## src/systolic_mm_pkg.sv

```systemverilog
// shared word widths and link type; ACC_W holds sums of up to 256 full-scale signed products
`default_nettype none

package systolic_mm_pkg;

    //////////////////////////////////////////////////
    // word widths
    //////////////////////////////////////////////////

    localparam int DATA_W = 16;              // operand word
    localparam int PROD_W = 2 * DATA_W;      // full signed product
    localparam int ACC_W  = PROD_W + 8;      // 8 guard bits cover K up to 256

    //////////////////////////////////////////////////
    // vector types
    //////////////////////////////////////////////////

    typedef logic signed [DATA_W-1:0] data_t;
    typedef logic signed [PROD_W-1:0] prod_t;
    typedef logic signed [ACC_W-1:0]  acc_t;

    // one step of a product as it moves east or south through the grid
    typedef struct packed {
        logic  valid;   // real step
        logic  first;   // load the product, drop the old sum
        logic  last;    // final step, copy sum to result
        data_t data;
    } pe_link_t;

endpackage

`default_nettype wire

```

## src/mm_pe.sv

```systemverilog
// signed MAC element; west and north must carry the same flags, the sum restarts on first
`timescale 1ns/1ps
`default_nettype none

module mm_pe (
    input  logic                        clk,
    input  logic                        rst,
    input  systolic_mm_pkg::pe_link_t   west,
    input  systolic_mm_pkg::pe_link_t   north,
    output systolic_mm_pkg::pe_link_t   east,
    output systolic_mm_pkg::pe_link_t   south,
    output systolic_mm_pkg::acc_t       res,
    output logic                        done
);

    localparam int EXT_W = systolic_mm_pkg::ACC_W - systolic_mm_pkg::PROD_W;

    systolic_mm_pkg::prod_t prod;
    systolic_mm_pkg::acc_t  prod_ext;
    systolic_mm_pkg::acc_t  acc;
    systolic_mm_pkg::acc_t  acc_next;

    //////////////////////////////////////////////////
    // multiply and accumulate
    //////////////////////////////////////////////////

    assign prod     = west.data * north.data;                   // both signed
    assign prod_ext = {{EXT_W{prod[systolic_mm_pkg::PROD_W-1]}}, prod};

    // a first step drops whatever the previous product left behind
    assign acc_next = west.first ? prod_ext : acc + prod_ext;

    always_ff @(posedge clk or posedge rst) begin
        if (rst) begin
            acc  <= '0;
            res  <= '0;
            done <= 1'b0;
        end else begin
            done <= west.valid & west.last;        // one-cycle pulse with res
            if (west.valid) begin
                acc <= acc_next;
                if (west.last) begin
                    res <= acc_next;               // held until the next last
                end
            end
        end
    end

    //////////////////////////////////////////////////
    // forwarding to the neighbours
    //////////////////////////////////////////////////

    always_ff @(posedge clk or posedge rst) begin
        if (rst) begin
            east  <= '0;
            south <= '0;
        end else begin
            east  <= west;
            south <= north;
        end
    end

    // both operands of a step meet here after the same skew, so their flags must match
    a_flags_agree : assert property (@(posedge clk) disable iff (rst)
        west.valid |-> (north.valid && north.first == west.first
                        && north.last == west.last))
        else $error("west and north flags out of step");

endmodule

`default_nettype wire

```

## config.mk

```make
export PLATFORM = sky130hd
export DESIGN_NAME = mm_pe
export DESIGN_NICKNAME = d
export VERILOG_FILES = /design/src/systolic_mm_pkg.sv /design/src/mm_pe.sv
export SDC_FILE = /design/constraint.sdc
export NUM_CORES = 1
export LEC_CHECK = 0
export BUFFER_PORTS_ARGS = -buffer_cell sky130_fd_sc_hd__buf_2
export CAP_MARGIN = 20
export CORE_MARGIN = 2
export CORE_UTILIZATION = 44
export CTS_CLUSTER_SIZE = 10
export DETAILED_ROUTE_END_ITERATION = 8
export HOLD_SLACK_MARGIN = 0.02
export SYNTH_ARGS = -nofsm -noshare
export SYNTH_HDL_FRONTEND = slang
export SYNTH_SLANG_ARGS = --single-unit
```

## constraint.sdc

```tcl
create_clock -name clk -period 3.7 [get_ports clk]
set_input_delay 0.37 -clock clk [delete_from_list [all_inputs] [get_ports clk]]
set_output_delay 0.37 -clock clk [all_outputs]
set_load 0.01 [all_outputs]
```

==> key figures <==
Outcome
  – Failing checks: setup timing
  – Outcome: finished, violations left

Floorplan
  – Die ar.: 38000 µm²
  – Ports: 119
  – Core area: 35700 µm²
  – Row Count: 69
  – Chip width: 195 µm
  – Starting Density: 44.9%
  – Die height: 195 µm

Placed design
  – HPWL Detailed: 34700 µm
  – Final GP Congestion: 0.870
  – PortBufs: 118
  – Placed insts: 2550

Run
  – Number of max-cap violations: 0

Global route
  – Total gr overflow: 0
  – Largest net degree at the start of global routing: 76
  – First-pass GRT wire length: 75200 µm
  – Vias in the first global route: 14700
  – Initial antenna violation count: 0
  – Overall Global Routing Usage: 25.0%

Layout
  – Layout cells sized above 1: 39.3%
  – Sequential cell area: 2980 µm²
  – Finished Layout Cells: 2660
  – Multi-input logic area: 13600 µm²
  – Final Util: 64.0%
  – Fillers: 2924
  – Nets: 2613
  – Area grow syn2layout: 42.8%

STA
  – Clock skew: 0.0139 ns
  – Tcrit/Tclk final: 193%
  – Final worst slack: -3.46 ns
  – RSZ-0062 raised after global routing: yes
  – Final Slew Violations: 0
  – Min Tclk post-route: 7.16 ns
  – Fin. Hold Viols: 0
  – Worst slew pin tran: 0.817 ns
  – Slew margin rel.: 45.5%
  – Finish-stage setup viols: 70
  – Fin Hold WS: 0.0716 ns
  – Setup TNS: -190.30 ns
  – Max Clk Rate: 140 MHz

Detailed routing
  – Drt drc: 0
  – Drt first pass iters: 5
  – DR iter-0 viols: 532
  – Via Count: 13400
  – Wire per inst: 16.9 µm
  – Post-route ant nets: 0
  – DR vias/cell: 5.05
  – Post-Route WL: 44900 µm

CTS
  – Sink Count: 119
  – Clock root buffer: clkbuf_16
  – Clock latency on the worst-skew pair: 0.45 ns
  – CTS tree: done
  – Clock slew at reported path FFs: 0.06 ns
  – H-tree Lvls: 4
  – Inserted Clock Buffers: 17
  – CTS max path bufs: 2

Synthesis
  – Main synth FF type: dfrtp_1
  – Syn Inst Count: 1727
  – Mapped Avg Cell Area: 9.28 µm²
  – Syn Nets: 2155
  – Seq/Total Area, Yosys: 18.6%
  – Synth Register Bits: 119
  – Unique cell type count in the Yosys netlist: 58
  – Cell area after synthesis: 16000 µm²
  – Synthesis warning total: 0
  – Post-synth EDFFs: 0
  – Ys async rst share: 100%

Critical path
  – CP endpoint kind: flip-flop
  – Most common cell on crit path: fa_1
  – CP max stage cell: fa_1
  – Worst setup SP type: input pin
  – Arrival time worst endpoint: 7.45 ns
  – Max FO, Critical Path: 6
  – CP peak stage delay: 0.56 ns
  – WS Path Type: input pin to flip-flop
  – Worst endpoint required time: 3.99 ns

Min path
  – Worst hold path type: input pin to async pin
layout make-up:
cell class	instances	area share (%)
multi-input combinational	1253	59.4
timing repair buffer	499	17.5
sequential	119	13.0
inverter	295	4.89
tap	461	2.52
clock buffer	18	1.92
clock inverter	14	0.711
antenna	1	0.0109
kinds of logic (layout without fill, tap and decap cells):
kind of cell	Yosys count	in the layout	synth area share [%]
compound gates	280	280	10.7
xor+xnor	67	67	3.66
fa+ha+maj	388	388	42.6
buf+inv	355	826	8.31
flops	119	119	18.6
mux	20	20	1.32
other cells	0	1	0
simple gates	498	498	14.8
through the flow:
step | setup WS [ns] | area, µm²
4_1_cts | -3.39 | 22200
3_3_place_gp | -4.00 | 19900
6_report | -3.46 | 22900
2_1_floorplan | -3.54 | 16800
5_1_grt | -3.72 | 22900
3_5_place_dp | -4.05 | 19900
worst max-delay path, delay by kind of cell:
| kind | cells | cell delay, ns |
|---|---|---|
| and+or+nand+nor | 7 | 1.62 |
| adders and majority gates | 8 | 3.56 |
| xor gates and xnor gates | 2 | 0.36 |
| buffers and inverters | 6 | 0.42 |
| AOI/OAI and AO/OA | 8 | 1.13 |
Yosys cell counts (8+ instances only):
library cell,instances,share of area [%]
dfrtp_1,119,19
xnor2_1,49,2.7
nand3_1,16,0.50
fa_1,263,33
o21ai_0,54,1.7
xor2_1,18,0.98
nand2b_1,11,0.43
nor3_1,10,0.31
o21bai_1,8,0.37
o21ai_1,22,0.69
mux2_2,8,0.56
a21oi_1,105,3.3
mux2i_1,11,0.69
and2_1,129,5.0
clkbuf_1,57,1.3
inv_1,293,6.9
a211oi_1,12,0.56
nand2_1,202,4.7
a21o_1,27,1.3
nor2_1,91,2.1
ha_1,125,9.8
o21a_1,12,0.56
flip-flops by register name (all words and copies together) (netlist names):
name and flops:
acc 40, res 40, east 19, south 19
done 1
cells in the final DEF (no fill, tap or decap), types with 12 or more instances in the layout:
master | netlist | final
inv_2 | 1 | 30
xnor2_1 | 49 | 30
o21ai_2 | 2 | 21
buf_12 | 0 | 14
a21oi_2 | 4 | 38
buf_4 | 0 | 328
fa_2 | 0 | 20
o21ai_1 | 22 | 38
ha_1 | 125 | 74
buf_2 | 0 | 90
dfrtp_1 | 119 | 119
o21ai_0 | 54 | 13
inv_1 | 293 | 260
ha_4 | 0 | 45
clkbuf_16 | 0 | 18
a21o_1 | 27 | 27
buf_6 | 0 | 54
xnor2_2 | 0 | 14
nand2_2 | 0 | 14
a21oi_1 | 105 | 60
and2_1 | 129 | 98
nand3_1 | 16 | 12
fa_1 | 263 | 243
nor2_1 | 91 | 80
and2_4 | 0 | 31
nand2_1 | 202 | 184
timing repair:
action	in CTS	in global routing
endpoints found under the hold margin	3	0
gates resized for setup	274	112
gates cloned	1	1
pin swaps	121	105
hold buffers	3	0
setup buffers	51	27
endpoints found under the setup margin	71	72
final timing paths:
kind / startpoint / endpoint / cells past startpoint / slack (ns)
setup reg to reg: acc[0] / acc[38] / 12 / 0.74
min in group clk: north[12] / south[12] / 1 / 0.09
hold reg to reg: res[31] / res[31] / 2 / 0.48
max in group asynchronous: rst / res[23] / 4 / 2.63
hold / removal: rst / east[6] / 2 / 0.07
setup / recovery: west[5] / acc[38] / 31 / -3.46
metal layers:
layer,up-vias,global-route usage (%),share of wire [%]
li1,6337,-,-
met1,6814,32.8,44
met2,230,43.9,51
met3,47,3.47,3.2
met4,0,5.94,1.7
met5,-,0,0
Power is left out: the tool's default activity adds up to more than one toggle a clock period on the data nets, which glitch-free logic cannot reach.
