`config.mk`:
```
export PLATFORM = sky130hd
export DESIGN_NAME = mm_operand_skew
export DESIGN_NICKNAME = d
export VERILOG_FILES = /design/src/systolic_mm_pkg.sv /design/src/mm_operand_skew.sv
export SDC_FILE = /design/constraint.sdc
export NUM_CORES = 1
export LEC_CHECK = 0
export ABC_AREA = 1
export BUFFER_PORTS_ARGS = -buffer_cell sky130_fd_sc_hd__buf_2
export CAP_MARGIN = 20
export CORE_UTILIZATION = 45
export CTS_CLUSTER_DIAMETER = 100
export DETAILED_ROUTE_END_ITERATION = 10
export PLACE_DENSITY_LB_ADDON = 0.1
export REMOVE_ABC_BUFFERS = 1
export SLEW_MARGIN = 20
export SYNTH_ARGS = -nofsm -noshare
export SYNTH_HDL_FRONTEND = slang
export SYNTH_SLANG_ARGS = --single-unit
```
`constraint.sdc`:
```
create_clock -name clk -period 9.5 [get_ports clk]
set_clock_uncertainty 0.2 [all_clocks]
set_input_delay 0.475 -clock clk [delete_from_list [all_inputs] [get_ports clk]]
set_output_delay 0.475 -clock clk [all_outputs]
set_load 0.05 [all_outputs]
```
`src/systolic_mm_pkg.sv`:
```
// shared word widths and link type; ACC_W holds sums of up to 256 full-scale signed products
`default_nettype none

package systolic_mm_pkg;

    //////////////////////////////////////////////////
    // word widths
    //////////////////////////////////////////////////

    localparam int DATA_W = 16;              // operand word
    localparam int PROD_W = 2 * DATA_W;      // full signed product
    localparam int ACC_W  = PROD_W + 8;      // 8 guard bits cover K up to 256

    //////////////////////////////////////////////////
    // vector types
    //////////////////////////////////////////////////

    typedef logic signed [DATA_W-1:0] data_t;
    typedef logic signed [PROD_W-1:0] prod_t;
    typedef logic signed [ACC_W-1:0]  acc_t;

    // one step of a product as it moves east or south through the grid
    typedef struct packed {
        logic  valid;   // real step
        logic  first;   // load the product, drop the old sum
        logic  last;    // final step, copy sum to result
        data_t data;
    } pe_link_t;

endpackage

`default_nettype wire

```
`src/mm_operand_skew.sv`:
```
// row i and column j leave i+1 and j+1 cycles after the step; flags are only valid with in_valid
`timescale 1ns/1ps
`default_nettype none

module mm_operand_skew #(
    parameter int N     = 4,
    parameter int MAX_K = 64
) (
    input  logic                                clk,
    input  logic                                rst,
    input  logic                                in_valid,
    input  logic                                in_first,
    input  logic                                in_last,
    input  systolic_mm_pkg::data_t   [N-1:0]    a_col,
    input  systolic_mm_pkg::data_t   [N-1:0]    b_row,
    output systolic_mm_pkg::pe_link_t [N-1:0]   west_link,
    output systolic_mm_pkg::pe_link_t [N-1:0]   north_link
);

    localparam int CNT_W = $clog2(MAX_K + 1) + 1;   // room for saturation above MAX_K
    localparam int GAP_W = $clog2(2 * N);

    //////////////////////////////////////////////////
    // triangular delay chains
    //////////////////////////////////////////////////

    for (genvar i = 0; i < N; i++) begin : g_lane
        systolic_mm_pkg::pe_link_t a_pipe [i+1];   // row i of A, i+1 stages
        systolic_mm_pkg::pe_link_t b_pipe [i+1];   // column i of B

        always_ff @(posedge clk or posedge rst) begin
            if (rst) begin
                for (int s = 0; s <= i; s++) begin
                    a_pipe[s] <= '0;
                    b_pipe[s] <= '0;
                end
            end else begin
                a_pipe[0] <= '{valid: in_valid, first: in_valid & in_first,
                               last: in_valid & in_last, data: a_col[i]};
                b_pipe[0] <= '{valid: in_valid, first: in_valid & in_first,
                               last: in_valid & in_last, data: b_row[i]};
                for (int s = 1; s <= i; s++) begin
                    a_pipe[s] <= a_pipe[s-1];
                    b_pipe[s] <= b_pipe[s-1];
                end
            end
        end

        assign west_link[i]  = a_pipe[i];
        assign north_link[i] = b_pipe[i];
    end

    //////////////////////////////////////////////////
    // product length and spacing checks
    //////////////////////////////////////////////////

    logic [CNT_W-1:0] step_cnt;    // steps since the last first
    logic [CNT_W-1:0] steps_now;   // including the current step
    logic [GAP_W-1:0] gap_cnt;     // cycles since the previous last, saturating
    logic             seen_last;

    assign steps_now = in_first ? CNT_W'(1) : step_cnt + 1'b1;

    always_ff @(posedge clk or posedge rst) begin
        if (rst) begin
            step_cnt  <= '0;
            gap_cnt   <= '0;
            seen_last <= 1'b0;
        end else begin
            if (in_valid && steps_now <= CNT_W'(MAX_K + 1)) step_cnt <= steps_now;
            if (in_valid && in_last) begin
                gap_cnt   <= GAP_W'(1);
                seen_last <= 1'b1;
            end else if (gap_cnt != GAP_W'(2 * N - 1)) begin
                gap_cnt <= gap_cnt + 1'b1;
            end
        end
    end

    a_flags_need_valid : assert property (@(posedge clk) disable iff (rst)
        (in_first || in_last) |-> in_valid)
        else $error("in_first or in_last without in_valid");

    a_k_in_range : assert property (@(posedge clk) disable iff (rst)
        in_valid |-> steps_now <= CNT_W'(MAX_K))
        else $error("product longer than MAX_K steps");

    // row 0 of a product is drained 2N-1 cycles after its last step
    a_last_spacing : assert property (@(posedge clk) disable iff (rst)
        (in_valid && in_last && seen_last) |-> gap_cnt >= GAP_W'(2 * N - 1))
        else $error("last steps closer than 2N-1 cycles, results would be overwritten");

endmodule

`default_nettype wire

```
==> results.yml <==
power_and_ir_drop:
  switchingPower_uw: 681
  netSwitchingFraction_pct: 22.8
  seq_power_share_pct: 50.3
  combPwrFrac_pct: 8.5
  p_leak_uw: 0.00613
  total_power_uw: 2990
  vdd_drop_max_v: 0.000161
  power.density_nw_per_um2: 239
  internal-power_uw: 2310
  clkPwrFrac_pct: 41.2
setup_path:
  path_max_fanout: 112
  r2r_end: "west_link[75]"
  reg2regPathDepth: 0
  path_class: "in -> async"
  r2r_setup_slack_ns: 8.78
  cp.arrival_ns: 3.46
  path_common_cell: "buf_4"
  cp_slowest_stage_delay_ns: 0.87
  rr_startpoint: "g_lane[3].b_pipe[37]"
  cp.required_ns: 9.78
  setup.worst_path.start_class: "input port"
  slowest_stage: "buf_4"
  crit_path_end_kind: "asynchronous set/reset pin"
  crit_chain: "dlygate4sd3_1 -> buf_2 -> inv_8 -> buf_4 -> buf_4"
synth:
  synth.most_common_cell: "dfrtp_1"
  synth_cells: 457
  synthDistinctLibCells: 4
  synth_top_family_by_area: "buffers and inverters"
  synth_top_area_cell: "dfrtp_1"
  synthFlopType: "dfrtp_1"
  yosys.area_share.simple_pct: 0.0814
  synthMuxAreaShare_pct: 0
  avgSynthCellArea_sq_um: 20.2
  synth_largest_type_area_fraction_pct: 90.0
  async_reset_ff_share_pct: 100
  synth_common_cells: "332 x dfrtp_1, 120 x buf_4, 3 x inv_1"
  ys_warn_count: 0
  syn_area_sq_um: 9230
  ys_seq_area_share_pct: 90.0
  synth_edf_count: 0
  synth_area_leaders: "dfrtp_1 90%, buf_4 9.8%, inv_1 0.12%"
  synthAdderAreaFrac_pct: 0
  synth-xor-area-share_pct: 0
  synth_seq_cells: 332
  synth_compound_area_share_pct: 0
global_route:
  grt_first_pass_wirelength_um: 24100
  grt_max_degree: 113
  grt_pass1_vias: 4856
  track_usage_pct: 14.7
  antenna_found_initial: 0
  grt.overflow.total: 0
sta:
  period_minus_slack_ns: 3.18
  hold_slack_ns: 0.143
  final-hold-violation-count: 0
  rsz0062_at_grt: "no"
  relSlewSlack_pct: 38.3
  finalCritPeriodShare_pct: 33.4
  fmax_mhz: 315
  slew_violations: 0
  tightestPinTransition_ns: 0.925
  finalSetupViolations: 0
floorplan:
  die_x_um: 145
  dieArea_sq_um: 21100
  start_util_pct: 45.8
  coreArea_sq_um: 20200
  rows: 52
  io_pins: 285
  fp.dieH_um: 145
cts:
  cts_root_buffer: "clkbuf_16"
  cts.sinks: 332
  htree_num_levels: 2
  insertion_delay_ns: 0.48
  numCtsBuffers: 34
  cts_setup_buffers: 0
  cts_tree: "yes"
  clock_path_buffers: 3
  clk_pin_slew_ns: 0.06
drt:
  routed_via_density: 4.01
  num_vias: 4350
  routed_wl_um: 14800
  route.detailed.drc: 0
  drtAntennaViolNets: 0
  drt_first_pass_iters: 4
  wl_per_cell_um: 13.6
  drt_iter0_markers: 165
finish:
  area_growth_pct: 35.5
  finish.utilization_pct: 62.0
  drive_above_1_share_pct: 41.8
  final_nets: 925
  n_antenna_cell: 0
  nFillCells: 1523
worst_hold_path:
  hold_start: "g_lane[3].b_pipe[23]"
  hold-path-cell-count: 0
  hold_class: "reg -> reg"
  holdPathEnd: "north_link[61]"
placement:
  gp_congestion: 0.753
  port_buffers: 284
  dp_hpwl_um: 9130
flow_run:
  drv_cap: 0
outcome:
  status: "finished, final reports clean"
how the worst max path moves through the flow:
| stage | startpoint | endpoint | slack, ns |
|---|---|---|---|
| after floorplan | rst | g_lane[1].a_pipe[19] | -0.37 |
| after global placement | rst | g_lane[1].a_pipe[20] | 6.30 |
| after detailed placement | rst | g_lane[1].a_pipe[20] | 6.16 |
| after CTS | rst | g_lane[1].a_pipe[19] | 6.15 |
| after global routing | rst | g_lane[1].a_pipe[30] | 5.80 |
| final | rst | north_link[34] | 6.32 |
power by group through the flow:
stage          combinational (uW)  clock (uW)  sequential, uW
2_1_floorplan                20.7           0            1650
3_3_place_gp                  213           0            1530
3_5_place_dp                  215           0            1530
4_1_cts                       258        1280            1510
5_1_grt                       270        1340            1510
6_report                      255        1230            1500
registers in the layout, summed over array words and instances, names as in the netlist:
| register | count |
|---|---|
| g_lane.b_pipe | 99 |
| north_link | 65 |
| g_lane.a_pipe | 101 |
| west_link | 67 |
layout by cell type (no fill, tap or decap):
cell type and n:
buf_2 284, buf_4 3, bufinv_16 1, clkbuf_1 6
clkbuf_16 35, clkbuf_8 6, clkinv_2 8, clkinvlp_4 1
dfrtp_1 332, dlygate4sd3_1 132, inv_1 2, inv_6 1
inv_8 1, nand2_1 2
critical path: cells and delay by family:
kind,cells,cell delay (ns)
buffers and inverters,5,2.87
kinds of logic (layout without fill, tap and decap cells):
kind of cell / after synthesis / after routing
flip-flops: 332 / 332
AND/OR/NAND/NOR: 2 / 2
buffers and inverters: 123 / 480
metal layers:
| layer | GRT usage, % | up-vias | share of wire (%) |
|---|---|---|---|
| li1 | - | 1954 | - |
| met1 | 17.1 | 2170 | 38 |
| met2 | 24.7 | 190 | 51 |
| met3 | 5.09 | 36 | 8.8 |
| met4 | 6.37 | 0 | 2.6 |
| met5 | 0 | - | 0 |
repair_timing:
action | in CTS | in global routing
hold buffers | 132 | 0
endpoints found under the hold margin | 241 | 0
gates resized for setup | 0 | 0
stage by stage:
step | instance area, sq um | worst slack, ns | TNS (ns) | cells
after global routing | 12500 | 5.80 | 0 | 1084
after detailed placement | 10100 | 6.16 | 0 | 894
after CTS | 12500 | 6.15 | 0 | 1084
final | 12500 | 6.32 | 0 | 1084
after global placement | 10100 | 6.30 | 0 | 894
after floorplan | 8330 | -0.371 | -123.33 | 337
area by class of cell:
| cell class | count | area, sq um | share of cell area, % |
|---|---|---|---|
| clock buffers | 47 | 981 | 7.84 |
| clock inverters | 11 | 86.3 | 0.690 |
| multi-input cells | 2 | 7.51 | 0.0600 |
| well taps | 270 | 338 | 2.70 |
| inverters | 3 | 18.8 | 0.150 |
| flip-flops and latches | 332 | 8310 | 66.4 |
| repair buffers | 419 | 2770 | 22.1 |
(Power assumes the default switching activity.)
