--- config.mk ---
export PLATFORM = sky130hd
export DESIGN_NAME = mm_result_drain
export DESIGN_NICKNAME = d
export VERILOG_FILES = /design/src/systolic_mm_pkg.sv /design/src/mm_result_drain.sv
export SDC_FILE = /design/constraint.sdc
export NUM_CORES = 1
export LEC_CHECK = 0
export ABC_AREA = 0
export BUFFER_PORTS_ARGS = -buffer_cell sky130_fd_sc_hd__clkbuf_2
export CAP_MARGIN = 20
export CORE_AREA = 2 2 314 316
export DETAILED_ROUTE_END_ITERATION = 8
export DIE_AREA = 0 0 316 318
export GPL_TIMING_DRIVEN = 0
export PLACE_DENSITY = 0.35
export SETUP_SLACK_MARGIN = 0.15
export SYNTH_ARGS = -nofsm -noshare
export SYNTH_HDL_FRONTEND = slang
export SYNTH_SLANG_ARGS = --single-unit
--- constraint.sdc ---
create_clock -name clk -period 8.3 [get_ports clk]
set_clock_uncertainty 0.15 [all_clocks]
set_input_delay 0.415 -clock clk [delete_from_list [all_inputs] [get_ports clk]]
set_output_delay 0.415 -clock clk [all_outputs]
set_load 0.005 [all_outputs]
--- src/systolic_mm_pkg.sv ---
// shared word widths and link type; ACC_W holds sums of up to 256 full-scale signed products
`default_nettype none

package systolic_mm_pkg;

    //////////////////////////////////////////////////
    // word widths
    //////////////////////////////////////////////////

    localparam int DATA_W = 16;              // operand word
    localparam int PROD_W = 2 * DATA_W;      // full signed product
    localparam int ACC_W  = PROD_W + 8;      // 8 guard bits cover K up to 256

    //////////////////////////////////////////////////
    // vector types
    //////////////////////////////////////////////////

    typedef logic signed [DATA_W-1:0] data_t;
    typedef logic signed [PROD_W-1:0] prod_t;
    typedef logic signed [ACC_W-1:0]  acc_t;

    // one step of a product as it moves east or south through the grid
    typedef struct packed {
        logic  valid;   // real step
        logic  first;   // load the product, drop the old sum
        logic  last;    // final step, copy sum to result
        data_t data;
    } pe_link_t;

endpackage

`default_nettype wire

--- src/mm_result_drain.sv ---
// reads row r of the grid r cycles after the corner finishes; needs N >= 2 and no back-pressure
`timescale 1ns/1ps
`default_nettype none

module mm_result_drain #(
    parameter int N = 4
) (
    input  logic                                        clk,
    input  logic                                        rst,
    input  logic                                        corner_done,
    input  systolic_mm_pkg::acc_t [N-1:0][N-1:0]        res_grid,
    output logic                                        out_valid,
    output logic [$clog2(N)-1:0]                        out_index,
    output systolic_mm_pkg::acc_t [N-1:0]               out_row
);

    localparam int IDX_W = $clog2(N);

    logic             running;    // rows 1..N-1 still to go
    logic [IDX_W-1:0] row_cnt;    // zero whenever idle
    logic             take_row;

    //////////////////////////////////////////////////
    // row sequencing
    //////////////////////////////////////////////////

    // a drain starts with row 0 in the corner_done cycle itself
    assign take_row = running | corner_done;

    always_ff @(posedge clk or posedge rst) begin
        if (rst) begin
            running   <= 1'b0;
            row_cnt   <= '0;
            out_valid <= 1'b0;
            out_index <= '0;
        end else begin
            out_valid <= take_row;
            if (take_row) begin
                out_index <= row_cnt;
                if (row_cnt == IDX_W'(N - 1)) begin
                    running <= 1'b0;   // last row out
                    row_cnt <= '0;
                end else begin
                    running <= 1'b1;
                    row_cnt <= row_cnt + 1'b1;
                end
            end
        end
    end

    //////////////////////////////////////////////////
    // row register
    //////////////////////////////////////////////////

    always_ff @(posedge clk) begin
        if (take_row) begin
            out_row <= res_grid[row_cnt];
        end
    end

    // a new corner result during a drain means a product shorter than N steps
    a_no_overlap : assert property (@(posedge clk) disable iff (rst)
        corner_done |-> !running)
        else $error("corner done while draining, K < N");

endmodule

`default_nettype wire

==> results by group, run 1 <==
CTS
  • Cts bufs inserted: 17
  • Resized Gates After CTS: 0
  • CTS tree: yes
  • Clock net sink count: 166
  • Clock buffer depth: 2
  • CTS clock-pin slew for the worst setup and hold paths: 70 ps
  • Htree depth: 4
  • Worst-Skew Late Latency: 500 ps
  • Clk root buf: clkbuf_16

Global route
  • Vias in the first global route: 8,989
  • Global route total overflow: 0
  • Global-route wire length before repair: 62,400 um
  • Initial antenna violation count: 4
  • Gr usage total: 8.97%
  • Largest net degree at the start of global routing: 62

Floorplanning
  • Core area: 0.0974 sq mm
  • Die area: 0.100 sq mm
  • Die X-Extent: 316 um
  • Initial Utilization: 9.11%
  • Row Count: 115
  • Die height: 318 um
  • Ports: 806

Routing
  • WL final: 45,900 um
  • WL per Instance: 18.3 um
  • Post-route DRC: 0
  • Vias: 8,011
  • Pre-antenna DRT Iters: 5
  • Final ANT Viol Nets: 0
  • DR vias/cell: 3.20
  • 1st-iter DRT viols: 464

Critical path
  • Data arrival, critical path: 2650 ps
  • Worst Setup Path Type: flip-flop to flip-flop
  • Worst Path Required: 8370 ps
  • Critical path fanouts, max: 11
  • Startpoint Class: flip-flop
  • Critical Path Sink Type: flip-flop

STA
  • Relative slew slack: 49.9%
  • Final Hold Vio Count: 0
  • Unrepaired setup endpoints after global routing: false
  • Final slew viol count: 0
  • Worst slew pin tran: 752 ps
  • Max Freq: 388 MHz
  • Period minus WS final: 2580 ps
  • Final count of negative-setup-slack endpoints: 0
  • Fin crit share: 31.1%
  • Setup TNS: 0 ps
  • Hold WS: 149 ps

Placement
  • Gp weighted congestion: 0.944
  • Area after DPL: 0.0146 sq mm
  • Placed Cells: 2,466
  • IO Port Bufs: 805
  • Final HPWL DP: 39,400 um

Layout
  • Fill cell count: 10,900
  • Area taken by multi-input logic gates: 0.00367 sq mm
  • Final Cell Area: 0.0151 sq mm
  • Most frequent cells in the layout: 805 x clkbuf_2, 160 x mux4_2, 160 x edfxtp_1
  • Non-Filler Instances: 2,502
  • Most common cell after layout, fill and taps aside: clkbuf_2
  • Syn-to-layout area delta: 70.8%
  • Reg area: 0.00495 sq mm
  • # nets final: 1,844
  • Fraction of layout cells with a size suffix above 1: 84.9%

Power and ir drop
  • VDD IR max: 0.130 mV
  • Leak: 6.54 nW
  • Design Power: 4.81 mW
  • Psw: 1.69 mW
  • Combinational share of power: 48.3%
  • Part of the power in registers: 35.0%
  • Clock group share of total power: 16.7%
  • Switch share: 35.1%
  • Pwr Density: 317 mW/mm^2
  • Int Pwr: 3.12 mW

Logic synthesis
  • Sequential element share of the synthesized area: 55.8%
  • Post-Synthesis Net Count: 1,016
  • Seq cells post-synth: 166
  • Synth cell types: 13
  • Ys Warns: 0
  • Cells after Synth: 372
  • Syn Area/Cell: 23.9 sq um
  • Post-Synthesis Cell Area: 0.00887 sq mm

Min path
  • Worst hold path type: primary input to flip-flop

Job
  • Max cap viols: 0

Outcome
  • Outcome: complete, no violations
## area by class of cell
cell class	count	share of cell area, %
Antenna cell	2	0.0330
Buffer	37	1.59
Clock buffer	18	2.83
Clock inverter	14	0.826
Inverter	2	0.0496
Multi-Input combinational cell	167	24.2
Sequential cell	166	32.7
Tap cell	1287	10.6
Timing Repair Buffer	809	27.1
## power groups by stage
stage | logic, mW | registers (mW) | clock network, mW
floorplan | 1.21 | 1.75 | 0
global placement | 2.41 | 1.76 | 0
detailed placement | 2.42 | 1.70 | 0
CTS | 2.42 | 1.69 | 0.867
global route | 2.52 | 1.73 | 0.890
finish | 2.32 | 1.68 | 0.805
## through the flow
step	utilization, %	setup slack (ps)
after global routing	15.5	5490
after floorplan	-	2340
after detailed placement	15.0	5510
after CTS	15.5	5490
after global placement	14.9	-755
final	15.6	5720
## sequential cells by signal, indices dropped and copies added (netlist names)
signal     flops
out_row      160
out_valid      1
row_cnt        2
out_index      2
running        1
## critical path, stage by stage (launching register included)
cell and delay (ps):
dfrtp_1 350, buf_2 370, buf_2 480, buf_2 450, mux4_2 460
## routing by layer
metal  track usage (%)  part of all wire (%)
met1              10.2                    38
met2              15.3                    51
met3              3.06                   8.5
met4              3.45                   2.4
met5                 0                 0.065
## cell families (layout without fill, tap and decap cells)
logic type	after synthesis	after routing	share of synthesized area [%]
adders and majority gates	1	1	0.141
AOI/OAI and AO/OA	1	1	0.0846
and+or+nand+nor	1	1	0.0706
buffers and inverters	39	880	2.75
DFF	166	166	55.8
muxes	164	164	41.1
other	0	2	0
## what timing repair did
action,in CTS,in global routing
endpoints found under the hold margin,7,0
setup buffers,0,0
hold buffers,2,0
## final timing paths
check / start / endpoint / slack (ps) / depth (start not counted)
max: row_cnt[1] / out_row[87] / 5720 / 4
min: res_grid[475] / out_row[155] / 150 / 2
max reg2reg: row_cnt[1] / out_row[87] / 5720 / 4
min reg2reg: running / running / 350 / 2
max in group asynchronous: rst / out_index[0] / 7300 / 3
min in group asynchronous: rst / out_valid / 340 / 3
## synth_stat cells
master	count	share of area (%)
edfxtp_1	160	54
mux4_2	160	41
buf_2	18	1.0
buf_6	10	1.3
clkbuf_1	6	0.25
dfrtp_1	6	1.7
buf_1	3	0.13
mux2_2	3	0.38
inv_1	2	0.085
ha_1	1	0.14
mux2i_1	1	0.11
o21bai_1	1	0.085
or2_2	1	0.071
Power figures use the tool's default switching activity.
==> inputs of run 2 (changes only) <==
Clock period 8.3 ns to 2.6 ns, I/O delays scaled along.
==> run 2 against run 1 <==
Effect of this change:
- the run now fails in 4_1_cts
- synthesized area stayed put
- synthesized cell count stayed put
==> results by group, run 2 <==
Floorplanning
  • Die X-Extent: 316 um (unchanged)
  • Initial Utilization: 9.11% (unchanged)
  • Die height: 318 um (unchanged)
  • Row Count: 115 (unchanged)
  • Ports: 806 (unchanged)

CTS
  • Cts bufs inserted: 17 (unchanged)
  • Htree depth: 4 (unchanged)
  • CTS Hold Bufs: 500 (+498)
  • Clock buffer depth: 2 (unchanged)
  • Resized Gates After CTS: 2 (+2)
  • Clock net sink count: 166 (unchanged)
  • Setup bufs post-CTS: 0 (unchanged)
  • Clk root buf: clkbuf_16

Logic synthesis
  • Area share of the largest cell type after synthesis: 54.2% (unchanged)
  • Post-Synthesis Net Count: 1,016 (unchanged)
  • Largest area contributor in the netlist: edfxtp_1
  • Ys flop type: edfxtp_1
  • Cells after Synth: 372 (unchanged)
  • Synth top cells by count: 160 x edfxtp_1, 160 x mux4_2, 18 x buf_2, 10 x buf_6
  • Post-Synthesis Cell Area: 0.00887 sq mm (unchanged)
  • Synth cell types: 13 (unchanged)
  • Post-synth EDFFs: 160 (unchanged)
  • Seq cells post-synth: 166 (unchanged)
  • Most area-consuming cells after synthesis: edfxtp_1 54%, mux4_2 41%, dfrtp_1 1.7%, buf_6 1.3%, buf_2 1.0%
  • Sequential element share of the synthesized area: 55.8% (unchanged)
  • Ys Warns: 0 (unchanged)
  • Syn Area/Cell: 23.9 sq um (unchanged)
  • Synth async-reset ratio: 3.61% (unchanged)

Placement
  • Gp weighted congestion: 0.948 (+0.45%)
  • Final HPWL DP: 41,600 um (+5.7%)
  • IO Port Bufs: 805 (unchanged)
  • DP Worst Slack: -194 ps (-5700 ps)

Outcome
  • First logged error message: [ERROR RSZ-0060] Max buffer count reached.
  • Outcome: did not finish
  • Failed at: 4_1_cts
-- run 2: kinds of logic after synthesis --
group	after synthesis	synth area share, %
DFF	166	55.8
muxes	164	41.1
buffers and inverters	39	2.75
AOI/OAI and AO/OA	1	0.0846
adders and majority gates	1	0.141
and+or+nand+nor	1	0.0706
-- run 2: metrics by stage --
step	cells	hold slack, ps	cell area (sq um)	util [%]	TNS (ps)
3_5_place_dp	2466	-61.9	14600	15.0	-1260
3_3_place_gp	2464	-60.9	14500	14.9	-47290
2_1_floorplan	372	-229	8880	-	0
==> inputs of run 3 (changes only) <==
Settings changed: PLACE_DENSITY 0.35 to unset, PLACE_DENSITY_LB_ADDON set to 0.15, SETUP_SLACK_MARGIN 0.15 to unset.
==> run 3 against run 2 <==
Effect of this change:
- the flow again stops in 4_1_cts
- synthesized cell count unchanged
- synthesized area stayed put
==> results by group, run 3 <==
Outcome
  • Outcome: did not finish
  • Failed at: 4_1_cts
  • First logged error message: [ERROR RSZ-0060] Max buffer count reached.

Placement
  • DP Worst Slack: -361 ps (-166 ps)
  • Gp weighted congestion: 0.837 (-12%)
  • IO Port Bufs: 805 (unchanged)
  • Final HPWL DP: 43,500 um (+4.4%)

CTS
  • Cts bufs inserted: 17 (unchanged)
  • Clk root buf: clkbuf_16
  • Setup bufs post-CTS: 0 (unchanged)
  • Htree depth: 4 (unchanged)
  • Clock net sink count: 166 (unchanged)
  • Resized Gates After CTS: 3 (+1)
  • CTS Hold Bufs: 500 (unchanged)
  • Clock buffer depth: 2 (unchanged)

Logic synthesis
  • Largest area contributor in the netlist: edfxtp_1
  • Synth cell types: 13 (unchanged)
  • Seq cells post-synth: 166 (unchanged)
  • Sequential element share of the synthesized area: 55.8% (unchanged)
  • Ys Warns: 0 (unchanged)
  • Post-Synthesis Net Count: 1,016 (unchanged)
  • Area share of the largest cell type after synthesis: 54.2% (unchanged)
  • Post-synth EDFFs: 160 (unchanged)
  • Most area-consuming cells after synthesis: edfxtp_1 54%, mux4_2 41%, dfrtp_1 1.7%, buf_6 1.3%, buf_2 1.0%
  • Synth async-reset ratio: 3.61% (unchanged)
  • Synth top cells by count: 160 x edfxtp_1, 160 x mux4_2, 18 x buf_2, 10 x buf_6
  • Ys flop type: edfxtp_1
  • Cells after Synth: 372 (unchanged)
  • Post-Synthesis Cell Area: 0.00887 sq mm (unchanged)
  • Syn Area/Cell: 23.9 sq um (unchanged)

Floorplanning
  • Die X-Extent: 316 um (unchanged)
  • Row Count: 115 (unchanged)
  • Ports: 806 (unchanged)
  • Initial Utilization: 9.11% (unchanged)
  • Die height: 318 um (unchanged)
## run 3: cell families after synthesis
| group | Yosys count | synth area share [%] |
|---|---|---|
| AOI/OAI and AO/OA | 1 | 0.0846 |
| DFF | 166 | 55.8 |
| muxes | 164 | 41.1 |
| buffers and inverters | 39 | 2.75 |
| and+or+nand+nor | 1 | 0.0706 |
| adders and majority gates | 1 | 0.141 |
## run 3: through the flow
step                      cell area, sq um  hold slack [ps]  setup TNS (ps)  std cells
after floorplan                       8880             -229               0        372
after global placement               14500            -87.7          -79850       2464
after detailed placement             14600            -96.5           -5960       2465
